===== src/fpa_pkg.sv =====
// shared widths, enums and structs for the mantissa arithmetic unit
// every block refers to these by scoped name through fpa_pkg::
// bit 0 is the most significant bit throughout

`default_nettype none

package fpa_pkg;

	// mantissa and data bus widths
	localparam int mant_w = 40;
	localparam int word_w = 16;
	// the low piece is what is left after two full words
	localparam int lo_w = mant_w - 2 * word_w;

	// normalize shift counter
	localparam int cnt_w = 6;
	// never shift more than the mantissa allows
	localparam logic [cnt_w-1:0] norm_max = cnt_w'(mant_w - 1);

	// operations run by the sequencer
	typedef enum logic [1:0] {
		op_add  = 2'd0,
		op_sub  = 2'd1,
		op_neg  = 2'd2,
		op_norm = 2'd3
	} fpa_op_e;

	// sequencer states
	typedef enum logic [1:0] {
		st_idle  = 2'd0,
		st_arith = 2'd1,
		st_shift = 2'd2,
		st_flag  = 2'd3
	} fpa_state_e;

	// mantissa piece select for loads and for the zp bus
	// part_lo sits left-justified in the word with the low byte zero
	typedef enum logic [1:0] {
		part_hi  = 2'd0,
		part_mid = 2'd1,
		part_lo  = 2'd2
	} fpa_part_e;

	// per-cycle strobes from the sequencer
	typedef struct packed {
		// T takes the adder output
		logic t_sum;
		// T shifts left one place with zero fill
		logic t_shl;
		// adder forms T minus C
		logic sub;
		// adder forms zero minus T
		logic neg_t;
		// flag latch enable
		logic flag_ld;
		// arithmetic op so v and c are meaningful
		logic ar;
	} fpa_ctl_s;

	// result flags as seen on the zp side
	typedef struct packed {
		logic z;
		logic m;
		logic v;
		logic c;
	} fpa_flags_s;

	// group carries out of the adder
	// c0 is the carry above bit 0
	typedef struct packed {
		logic c0;
		logic c16;
		logic c32;
	} fpa_cout_s;

endpackage

`default_nettype wire


===== src/fpa_ctl.sv =====
// sequencer for the mantissa unit
// turns start/op into register strobes, runs the normalize loop
// and gates the external load pulses while an operation is in flight

`timescale 1ns/100ps
`default_nettype none

module fpa_ctl (
	input  wire logic                      clk_sys,
	input  wire logic                      rst_n,
	input  wire logic                      start,
	input  wire fpa_pkg::fpa_op_e          op,
	input  wire logic                      t_ld,
	input  wire logic                      c_ld,
	input  wire logic                      t0,
	input  wire logic                      t1,
	input  wire logic                      t_zero,
	output fpa_pkg::fpa_ctl_s              ctl,
	output logic                           t_wr,
	output logic                           c_wr,
	output logic                           busy,
	output logic                           done,
	output logic [fpa_pkg::cnt_w-1:0]      norm_cnt
);

	fpa_pkg::fpa_state_e state;
	fpa_pkg::fpa_state_e state_nx;
	fpa_pkg::fpa_op_e op_q;
	logic [fpa_pkg::cnt_w-1:0] cnt;
	logic shift_ok;
	logic arith;

	// add, sub and neg all go through the adder
	assign arith = (op_q != fpa_pkg::op_norm);

	// keep shifting while the top two bits agree
	// an all zero T would never stop, so it is cut off here
	assign shift_ok = (t0 == t1) && !t_zero && (cnt < fpa_pkg::norm_max);

	always_comb begin
		state_nx = state;
		ctl = '0;
		case (state)
			fpa_pkg::st_idle: begin
				if (start) begin
					state_nx = (op == fpa_pkg::op_norm) ? fpa_pkg::st_shift : fpa_pkg::st_arith;
				end
			end
			fpa_pkg::st_arith: begin
				// single adder cycle, T takes the sum at the end of it
				ctl.t_sum = 1'b1;
				ctl.sub = (op_q == fpa_pkg::op_sub);
				ctl.neg_t = (op_q == fpa_pkg::op_neg);
				// zp side grabs the carries while the adder sees the old T
				ctl.ar = 1'b1;
				state_nx = fpa_pkg::st_flag;
			end
			fpa_pkg::st_shift: begin
				if (shift_ok) begin
					ctl.t_shl = 1'b1;
				end else begin
					state_nx = fpa_pkg::st_flag;
				end
			end
			fpa_pkg::st_flag: begin
				ctl.flag_ld = 1'b1;
				ctl.ar = arith;
				state_nx = fpa_pkg::st_idle;
			end
			default: state_nx = fpa_pkg::st_idle;
		endcase
	end

	always_ff @(posedge clk_sys) begin
		if (!rst_n) begin
			state <= fpa_pkg::st_idle;
			op_q <= fpa_pkg::op_add;
			cnt <= '0;
			done <= 1'b0;
		end else begin
			state <= state_nx;
			// one cycle pulse once the flags are in
			done <= (state == fpa_pkg::st_flag);
			if (state == fpa_pkg::st_idle && start) begin
				op_q <= op;
				// count restarts with every operation
				cnt <= '0;
			end else if (ctl.t_shl) begin
				cnt <= cnt + 1'b1;
			end
		end
	end

	assign busy = (state != fpa_pkg::st_idle);
	assign norm_cnt = cnt;

	// external loads only land while idle
	assign t_wr = t_ld && (state == fpa_pkg::st_idle);
	assign c_wr = c_ld && (state == fpa_pkg::st_idle);

endmodule

`default_nettype wire


===== src/fpa_regs.sv =====
// T and C mantissa registers
// pieces come in from the 16-bit w bus, T also takes the adder sum
// or shifts left for normalize; t_zero goes back to the sequencer

`timescale 1ns/100ps
`default_nettype none

module fpa_regs (
	input  wire logic                          clk_sys,
	input  wire logic                          rst_n,
	input  wire fpa_pkg::fpa_ctl_s             ctl,
	input  wire logic                          t_wr,
	input  wire logic                          c_wr,
	input  wire logic [0:fpa_pkg::word_w-1]    w,
	input  wire fpa_pkg::fpa_part_e            w_part,
	input  wire logic [0:fpa_pkg::mant_w-1]    sum,
	output logic [0:fpa_pkg::mant_w-1]         t,
	output logic [0:fpa_pkg::mant_w-1]         c,
	output logic                               t_zero
);

	// drop one word piece into a mantissa, rest untouched
	function automatic logic [0:fpa_pkg::mant_w-1] put_piece(
		input logic [0:fpa_pkg::mant_w-1] r,
		input logic [0:fpa_pkg::word_w-1] d,
		input fpa_pkg::fpa_part_e p
	);
		logic [0:fpa_pkg::mant_w-1] q;
		q = r;
		case (p)
			// bits 0..15
			fpa_pkg::part_hi: q[0:fpa_pkg::word_w-1] = d;
			// bits 16..31
			fpa_pkg::part_mid: q[fpa_pkg::word_w:2*fpa_pkg::word_w-1] = d;
			// bits 32..39 from the left end of the word
			fpa_pkg::part_lo: q[2*fpa_pkg::word_w:fpa_pkg::mant_w-1] = d[0:fpa_pkg::lo_w-1];
			// unused select, no write
			default: q = r;
		endcase
		return q;
	endfunction

	// k bus into T
	logic [0:fpa_pkg::mant_w-1] t_k;
	logic t_en;

	always_comb begin
		if (ctl.t_sum) begin
			t_k = sum;
		end else if (ctl.t_shl) begin
			// one place left, zero into bit 39
			t_k = {t[1:fpa_pkg::mant_w-1], 1'b0};
		end else begin
			t_k = put_piece(t, w, w_part);
		end
	end

	// sequencer never overlaps a load with sum or shift
	assign t_en = ctl.t_sum | ctl.t_shl | t_wr;

	always_ff @(posedge clk_sys) begin
		if (!rst_n) begin
			t <= '0;
		end else if (t_en) begin
			t <= t_k;
		end
	end

	// C is only ever written from the bus
	always_ff @(posedge clk_sys) begin
		if (!rst_n) begin
			c <= '0;
		end else if (c_wr) begin
			c <= put_piece(c, w, w_part);
		end
	end

	// stops normalize on a zero mantissa
	assign t_zero = ~|t;

endmodule

`default_nettype wire


===== src/fpalu.sv =====
// 40-bit mantissa adder/subtractor
// three carry groups: 32..39, 16..31 and 0..15, carries run toward bit 0
// overflow compares the carries into and out of the sign bit

`timescale 1ns/100ps
`default_nettype none

module fpalu (
	input  wire logic [0:fpa_pkg::mant_w-1]  t,
	input  wire logic [0:fpa_pkg::mant_w-1]  c,
	input  wire fpa_pkg::fpa_ctl_s           ctl,
	output logic [0:fpa_pkg::mant_w-1]       sum,
	output fpa_pkg::fpa_cout_s               cout,
	output logic                             ovf
);

	logic [0:fpa_pkg::mant_w-1] a;
	logic [0:fpa_pkg::mant_w-1] b;
	logic cin;
	// group sums with their carry on top
	logic [fpa_pkg::lo_w:0] g32;
	logic [fpa_pkg::word_w:0] g16;
	logic [fpa_pkg::word_w-1:0] g1;
	logic [1:0] g0;
	// carry into the sign bit
	logic c1;

	// operand select
	// neg is 0 + ~T + 1, sub is T + ~C + 1
	assign a = ctl.neg_t ? '0 : t;
	assign b = ctl.neg_t ? ~t : (ctl.sub ? ~c : c);
	assign cin = ctl.sub | ctl.neg_t;

	// low order group, bits 32..39
	assign g32 = {1'b0, a[32:39]} + {1'b0, b[32:39]} + {{fpa_pkg::lo_w{1'b0}}, cin};

	// middle group, bits 16..31
	assign g16 = {1'b0, a[16:31]} + {1'b0, b[16:31]} + {{fpa_pkg::word_w{1'b0}}, g32[8]};

	// top group split at the sign bit
	assign g1 = {1'b0, a[1:15]} + {1'b0, b[1:15]} + {{(fpa_pkg::word_w-1){1'b0}}, g16[16]};
	assign c1 = g1[15];
	assign g0 = {1'b0, a[0]} + {1'b0, b[0]} + {1'b0, c1};

	assign sum = {g0[0], g1[14:0], g16[15:0], g32[7:0]};

	// carries above bits 32, 16 and 0
	assign cout.c32 = g32[8];
	assign cout.c16 = g16[16];
	assign cout.c0 = g0[1];

	// signed overflow
	assign ovf = g0[1] ^ c1;

endmodule

`default_nettype wire


===== src/fpa_zp.sv =====
// zp output bus and flag latch
// zp shows one piece of T, flags are latched at the end of an operation
// v and c are captured during the adder cycle, before T is overwritten

`timescale 1ns/100ps
`default_nettype none

module fpa_zp (
	input  wire logic                          clk_sys,
	input  wire logic                          rst_n,
	input  wire logic                          flag_ld,
	input  wire logic                          ar,
	input  wire logic [0:fpa_pkg::mant_w-1]    t,
	input  wire fpa_pkg::fpa_cout_s            cout,
	input  wire logic                          ovf,
	input  wire fpa_pkg::fpa_part_e            zp_part,
	output logic [0:fpa_pkg::word_w-1]         zp,
	output fpa_pkg::fpa_flags_s                flags
);

	// adder carry and overflow held over from the sum cycle
	logic v_hold;
	logic c_hold;

	// piece select, purely combinational from T
	always_comb begin
		case (zp_part)
			fpa_pkg::part_hi: zp = t[0:fpa_pkg::word_w-1];
			fpa_pkg::part_mid: zp = t[fpa_pkg::word_w:2*fpa_pkg::word_w-1];
			// left-justified, low byte zero
			fpa_pkg::part_lo: zp = {t[2*fpa_pkg::word_w:fpa_pkg::mant_w-1], 8'h00};
			default: zp = '0;
		endcase
	end

	always_ff @(posedge clk_sys) begin
		if (!rst_n) begin
			v_hold <= 1'b0;
			c_hold <= 1'b0;
			flags <= '0;
		end else begin
			// ar without flag_ld marks the adder cycle
			if (ar && !flag_ld) begin
				v_hold <= ovf;
				c_hold <= cout.c0;
			end
			if (flag_ld) begin
				flags.z <= ~|t;
				flags.m <= t[0];
				// normalize leaves v and c clear
				flags.v <= ar & v_hold;
				flags.c <= ar & c_hold;
			end
		end
	end

endmodule

`default_nettype wire


===== src/fpa_unit.sv =====
// top of the mantissa arithmetic unit
// load T and C in pieces over w, pulse start with op, wait for done,
// then read T back piece by piece on zp along with the flags

`timescale 1ns/100ps
`default_nettype none

module fpa_unit (
	input  wire logic                          clk_sys,
	input  wire logic                          rst_n,
	input  wire logic [0:fpa_pkg::word_w-1]    w,
	input  wire fpa_pkg::fpa_part_e            w_part,
	input  wire logic                          t_ld,
	input  wire logic                          c_ld,
	input  wire logic                          start,
	input  wire fpa_pkg::fpa_op_e              op,
	input  wire fpa_pkg::fpa_part_e            zp_part,
	output logic [0:fpa_pkg::word_w-1]         zp,
	output fpa_pkg::fpa_flags_s                flags,
	output logic                               busy,
	output logic                               done,
	output logic [fpa_pkg::cnt_w-1:0]          norm_cnt
);

	fpa_pkg::fpa_ctl_s ctl;
	fpa_pkg::fpa_cout_s cout;
	logic [0:fpa_pkg::mant_w-1] t;
	logic [0:fpa_pkg::mant_w-1] c;
	logic [0:fpa_pkg::mant_w-1] sum;
	logic t_wr;
	logic c_wr;
	logic t_zero;
	logic ovf;

	// sequencer
	fpa_ctl i_fpa_ctl (
		.clk_sys(clk_sys),
		.rst_n(rst_n),
		.start(start),
		.op(op),
		.t_ld(t_ld),
		.c_ld(c_ld),
		// top two bits of T steer normalize
		.t0(t[0]),
		.t1(t[1]),
		.t_zero(t_zero),
		.ctl(ctl),
		.t_wr(t_wr),
		.c_wr(c_wr),
		.busy(busy),
		.done(done),
		.norm_cnt(norm_cnt)
	);

	// operand registers
	fpa_regs i_fpa_regs (
		.clk_sys(clk_sys),
		.rst_n(rst_n),
		.ctl(ctl),
		.t_wr(t_wr),
		.c_wr(c_wr),
		.w(w),
		.w_part(w_part),
		.sum(sum),
		.t(t),
		.c(c),
		.t_zero(t_zero)
	);

	// mantissa adder
	fpalu i_fpalu (
		.t(t),
		.c(c),
		.ctl(ctl),
		.sum(sum),
		.cout(cout),
		.ovf(ovf)
	);

	// result bus and flags
	fpa_zp i_fpa_zp (
		.clk_sys(clk_sys),
		.rst_n(rst_n),
		.flag_ld(ctl.flag_ld),
		.ar(ctl.ar),
		.t(t),
		.cout(cout),
		.ovf(ovf),
		.zp_part(zp_part),
		.zp(zp),
		.flags(flags)
	);

endmodule

`default_nettype wire


===== config.mk =====
export PLATFORM = sky130hd
export DESIGN_NAME = fpa_unit
export DESIGN_NICKNAME = d
export VERILOG_FILES = /design/src/fpa_pkg.sv /design/src/fpa_ctl.sv /design/src/fpa_regs.sv /design/src/fpalu.sv /design/src/fpa_zp.sv /design/src/fpa_unit.sv
export SDC_FILE = /design/constraint.sdc
export NUM_CORES = 1
export LEC_CHECK = 0
export BUFFER_PORTS_ARGS = -buffer_cell sky130_fd_sc_hd__buf_2
export CAP_MARGIN = 15
export CELL_PAD_IN_SITES_DETAIL_PLACEMENT = 0
export CELL_PAD_IN_SITES_GLOBAL_PLACEMENT = 2
export CORE_MARGIN = 1.5
export CORE_UTILIZATION = 36
export CTS_CLUSTER_DIAMETER = 30
export DETAILED_ROUTE_END_ITERATION = 7
export PLACE_DENSITY = 0.88
export SLEW_MARGIN = 30
export SYNTH_ARGS = -nofsm -noshare
export SYNTH_HDL_FRONTEND = slang
export SYNTH_SLANG_ARGS = --single-unit

===== constraint.sdc =====
create_clock -name clk_sys -period 9.3 [get_ports clk_sys]
set_input_delay 2.79 -clock clk_sys [delete_from_list [all_inputs] [get_ports clk_sys]]
set_output_delay 2.79 -clock clk_sys [all_outputs]
set_load 0.02 [all_outputs]

==> impl_metrics.env <==
export IMPL_num_vias=7233
export IMPL_drc_errors=0
export IMPL_peakVddDrop_v=0.000115
export IMPL_rr_startpoint="i_fpa_ctl.state[1]"
export IMPL_crit_path_start_kind="flop"
export IMPL_crit_slowest_cell="buf_4"
export IMPL_yosys_most_used_dff="dfxtp_1"
export IMPL_drive_gt1_frac=0.0806
export IMPL_worstHoldStart="i_fpa_regs.c[7]"
export IMPL_cap_violations=0
export IMPL_pre_cts_ws_ps=1920
export IMPL_p_sw_mw=0.972
export IMPL_hold_viol=0
export IMPL_synth_cells=996
export IMPL_power_switching_share=0.466
export IMPL_hp_class="reg2reg"
export IMPL_syn_nets=1074
export IMPL_via_per_inst=5.62
export IMPL_grt_use_total=0.231
export IMPL_cp_max_fo=73
export IMPL_finalMaxSlewViolations=0
export IMPL_fin_nets=1090
export IMPL_htreeDepth=3
export IMPL_synth_async_reset_ratio=0
export IMPL_die_w_um=148
export IMPL_path_delay_family="compound AO/OA/AOI/OAI gates"
export IMPL_synthDistinctLibCells=67
export IMPL_rows=52
export IMPL_post_route_period_util=0.798
export IMPL_p_per_area_nw_per_um2=252
export IMPL_synth_top_area_share=0.257
export IMPL_num_io_pins=55
export IMPL_avgSynthCellArea_um2=7.58
export IMPL_dp_hpwl_um=18200
export IMPL_cts_hold_fix_buffers=0
export IMPL_synth_warning_count=0
export IMPL_startpoint="i_fpa_ctl.state[1]"
export IMPL_layout_setup_ws_ps=1880
export IMPL_die_area_um2=21900
export IMPL_grt_pass1_wl_um=38900
export IMPL_critPathMaxStageDelay_ps=590
export IMPL_regArea_um2=1940
export IMPL_cts_sinks=97
export IMPL_synth_seq_cells=97
export IMPL_critical_path_buf_inv_count=3
export IMPL_grt_max_degree=77
export IMPL_fin_util=0.406
export IMPL_grt_pass1_vias=6703
export IMPL_synth_top_cell_by_area="dfxtp_1"
export IMPL_start_util=0.370
export IMPL_tightest_slew_ps=961
export IMPL_seq_area_frac_synth=0.257
export IMPL_critPathRequiredTime_ps=9550
export IMPL_drt_iter0_drc=629
export IMPL_clock_path_buffers=2
export IMPL_power_share_clock=0.192
export IMPL_core_um2=20400
export IMPL_syn_cell_area_um2=7550
export IMPL_cts_tree="yes"
export IMPL_antenna_found_initial=0
export IMPL_synth_edff_count=0
export IMPL_fillCellCount=2182
export IMPL_end_kind="flop"
export IMPL_postCtsSetupBuffers=0
export IMPL_post_cts_resized=0
export IMPL_final_antenna_net_count=0
export IMPL_syn_to_final_growth_pct=9.71
export IMPL_numCtsBuffers=9
export IMPL_timing_fmax_mhz=135
export IMPL_wl_per_cell_um=19.4
export IMPL_drt_total_wl_um=24900
export IMPL_place_congestion=0.878
export IMPL_rsz0062_at_grt="false"
export IMPL_intPower_mw=1.11
export IMPL_diodes=0
export IMPL_setup_viol=0
export IMPL_whs_ps=478
export IMPL_finalSetupTns_ps=0
export IMPL_p_leak_nw=3.44
export IMPL_cp_common_cell="fa_1"
export IMPL_grt_overflow=0
export IMPL_insertion_delay_ps=360
export IMPL_outcome="complete, no violations"
export IMPL_die_h_um=148
export IMPL_synth_area_leaders="dfxtp_1 (26%), nand2_1 (9.7%), ha_1 (7.3%), mux2i_1 (5.7%), xnor2_1 (5.6%)"
export IMPL_fin_worst_skew_ps=7.24
export IMPL_worstSetupPathType="reg2reg"
export IMPL_period_minus_slack_ps=7420
export IMPL_clk_pin_slew_ps=80
export IMPL_firstDrtPassIters=5
export IMPL_cts_root_buf="clkbuf_16"
export IMPL_portBuffers=54
export IMPL_combPwrFrac=0.499
export IMPL_cp_arrival_ps=7670
export IMPL_relSlewSlack=0.359
export IMPL_pwr_share_seq=0.308
export IMPL_multi_input_area_um2=5310
[flip-flops by register name, indices dropped and copies added (netlist names)]
| register | cells |
|---|---|
| i_fpa_zp.flags | 4 |
| i_fpa_ctl.done | 1 |
| i_fpa_regs.t | 40 |
| i_fpa_ctl.norm_cnt | 6 |
| i_fpa_ctl.state | 2 |
| i_fpa_zp.c_hold | 1 |
| i_fpa_zp.v_hold | 1 |
| i_fpa_regs.c | 40 |
| i_fpa_ctl.op_q | 2 |
[worst register-to-register path, cell delays in order (launching register included)]
cell	delay [ps]
dfxtp_1	360
inv_1	110
ha_1	210
nand3b_1	440
buf_4	400
buf_4	600
o21ai_0	200
ha_1	350
o21ai_0	110
a21oi_1	190
o21a_1	140
nor2_1	60
fa_1	410
fa_1	430
nor2b_1	160
o31a_1	200
o22ai_1	180
o31ai_1	410
a211o_1	190
a21oi_1	70
fa_1	420
fa_1	400
nor2b_1	240
o31ai_1	120
a211oi_1	280
o21ai_0	120
a21o_1	170
a2111oi_0	360
[path summary, 6_finish.rpt]
check / end / slack (ps) / cells after the start
hold / removal: i_fpa_regs.c[7] / 480 / 2
hold reg to reg: i_fpa_regs.c[7] / 480 / 2
setup reg to reg: i_fpa_regs.t[5] / 1880 / 27
setup / recovery: i_fpa_regs.t[5] / 1880 / 27
[cell families (layout without fill, tap and decap cells)]
group | count (synthesis) | in the layout | synth area share
AO/OA/AOI/OAI | 282 | 282 | 0.249
adder cells (fa/ha/maj) | 51 | 51 | 0.0915
XOR/XNOR | 60 | 60 | 0.0696
flip-flops | 97 | 97 | 0.257
AND/OR/NAND/NOR | 386 | 386 | 0.233
multiplexers | 45 | 45 | 0.0600
buffers and inverters | 75 | 96 | 0.0399
[per-layer routing]
metal / part of all wire / wire length, um / track usage
met1: 0.48 / 12000 / 0.333
met2: 0.43 / 10600 / 0.340
met3: 0.071 / 1760 / 0.0512
met4: 0.021 / 532 / 0.0723
met5: 0 / 0 / 0
[cell usage after synthesis (all sizes together), types with 7 or more instances]
master,n
nand2,196
dfxtp,97
o21ai,89
nor2,54
xnor2,48
clkbuf,46
a21boi,44
and2,44
ha,44
mux2i,43
a21oi,41
nor3,22
inv,19
o21a,17
nand3,14
nor4,12
xor2,12
buf,10
nor2b,10
a21o,9
a211oi,7
fa,7
o211ai,7
o31a,7
[stage by stage]
step	cells	power [mW]	area, um^2
2_1_floorplan	996	1.37	7550
3_3_place_gp	1271	1.68	7980
3_5_place_dp	1271	1.67	7980
4_1_cts	1287	2.08	8280
5_1_grt	1287	2.23	8280
6_report	1287	2.09	8280
[power by group through the flow]
stage,logic (mW),clock network [mW],registers [mW]
final,1.04,0.401,0.643
after global routing,1.15,0.424,0.654
after CTS,1.03,0.410,0.637
after detailed placement,1.03,0,0.645
after global placement,1.03,0,0.648
after floorplan,0.787,0,0.585
[area by class of cell]
type	instances	share of cell area
Tap cell	270	0.0408
Multi-Input combinational cell	824	0.641
Timing Repair Buffer	61	0.0390
Sequential cell	97	0.234
Inverter	19	0.00861
Clock buffer	9	0.0272
Clock inverter	7	0.00936
[cell usage in the layout (no fill, tap or decap), types with 4 or more instances in the layout]
cell       synthesis  final
buf_4              2      7
xor2_1            12     12
a31oi_1            5      5
nand3b_1           4      4
or3_1              6      6
clkbuf_16          0      9
o22ai_1            5      5
and3_1             6      6
o221ai_1           6      6
nand2b_1           6      6
a221o_1            6      6
nand3_1           14     14
nand2_1          196    196
dfxtp_1           97     97
buf_2              4     54
o21a_1            17     17
a21oi_1           40     40
a211oi_1           7      7
o32ai_1            4      4
o21ai_0           77     77
and2_1            42     42
a32oi_1            6      6
mux2i_1           43     43
nor3_1            22     22
o21ai_1           12     12
a21o_1             9      9
o211ai_1           7      7
xnor2_1           48     48
ha_1              44     44
inv_1             19     19
fa_1               7      7
nor4_1            12     12
nand4_1            6      6
o31a_1             7      7
nor2b_1           10     10
a21boi_0          43     43
nor2_1            54     54
o31ai_1            5      5
Power figures use the tool's default switching activity.
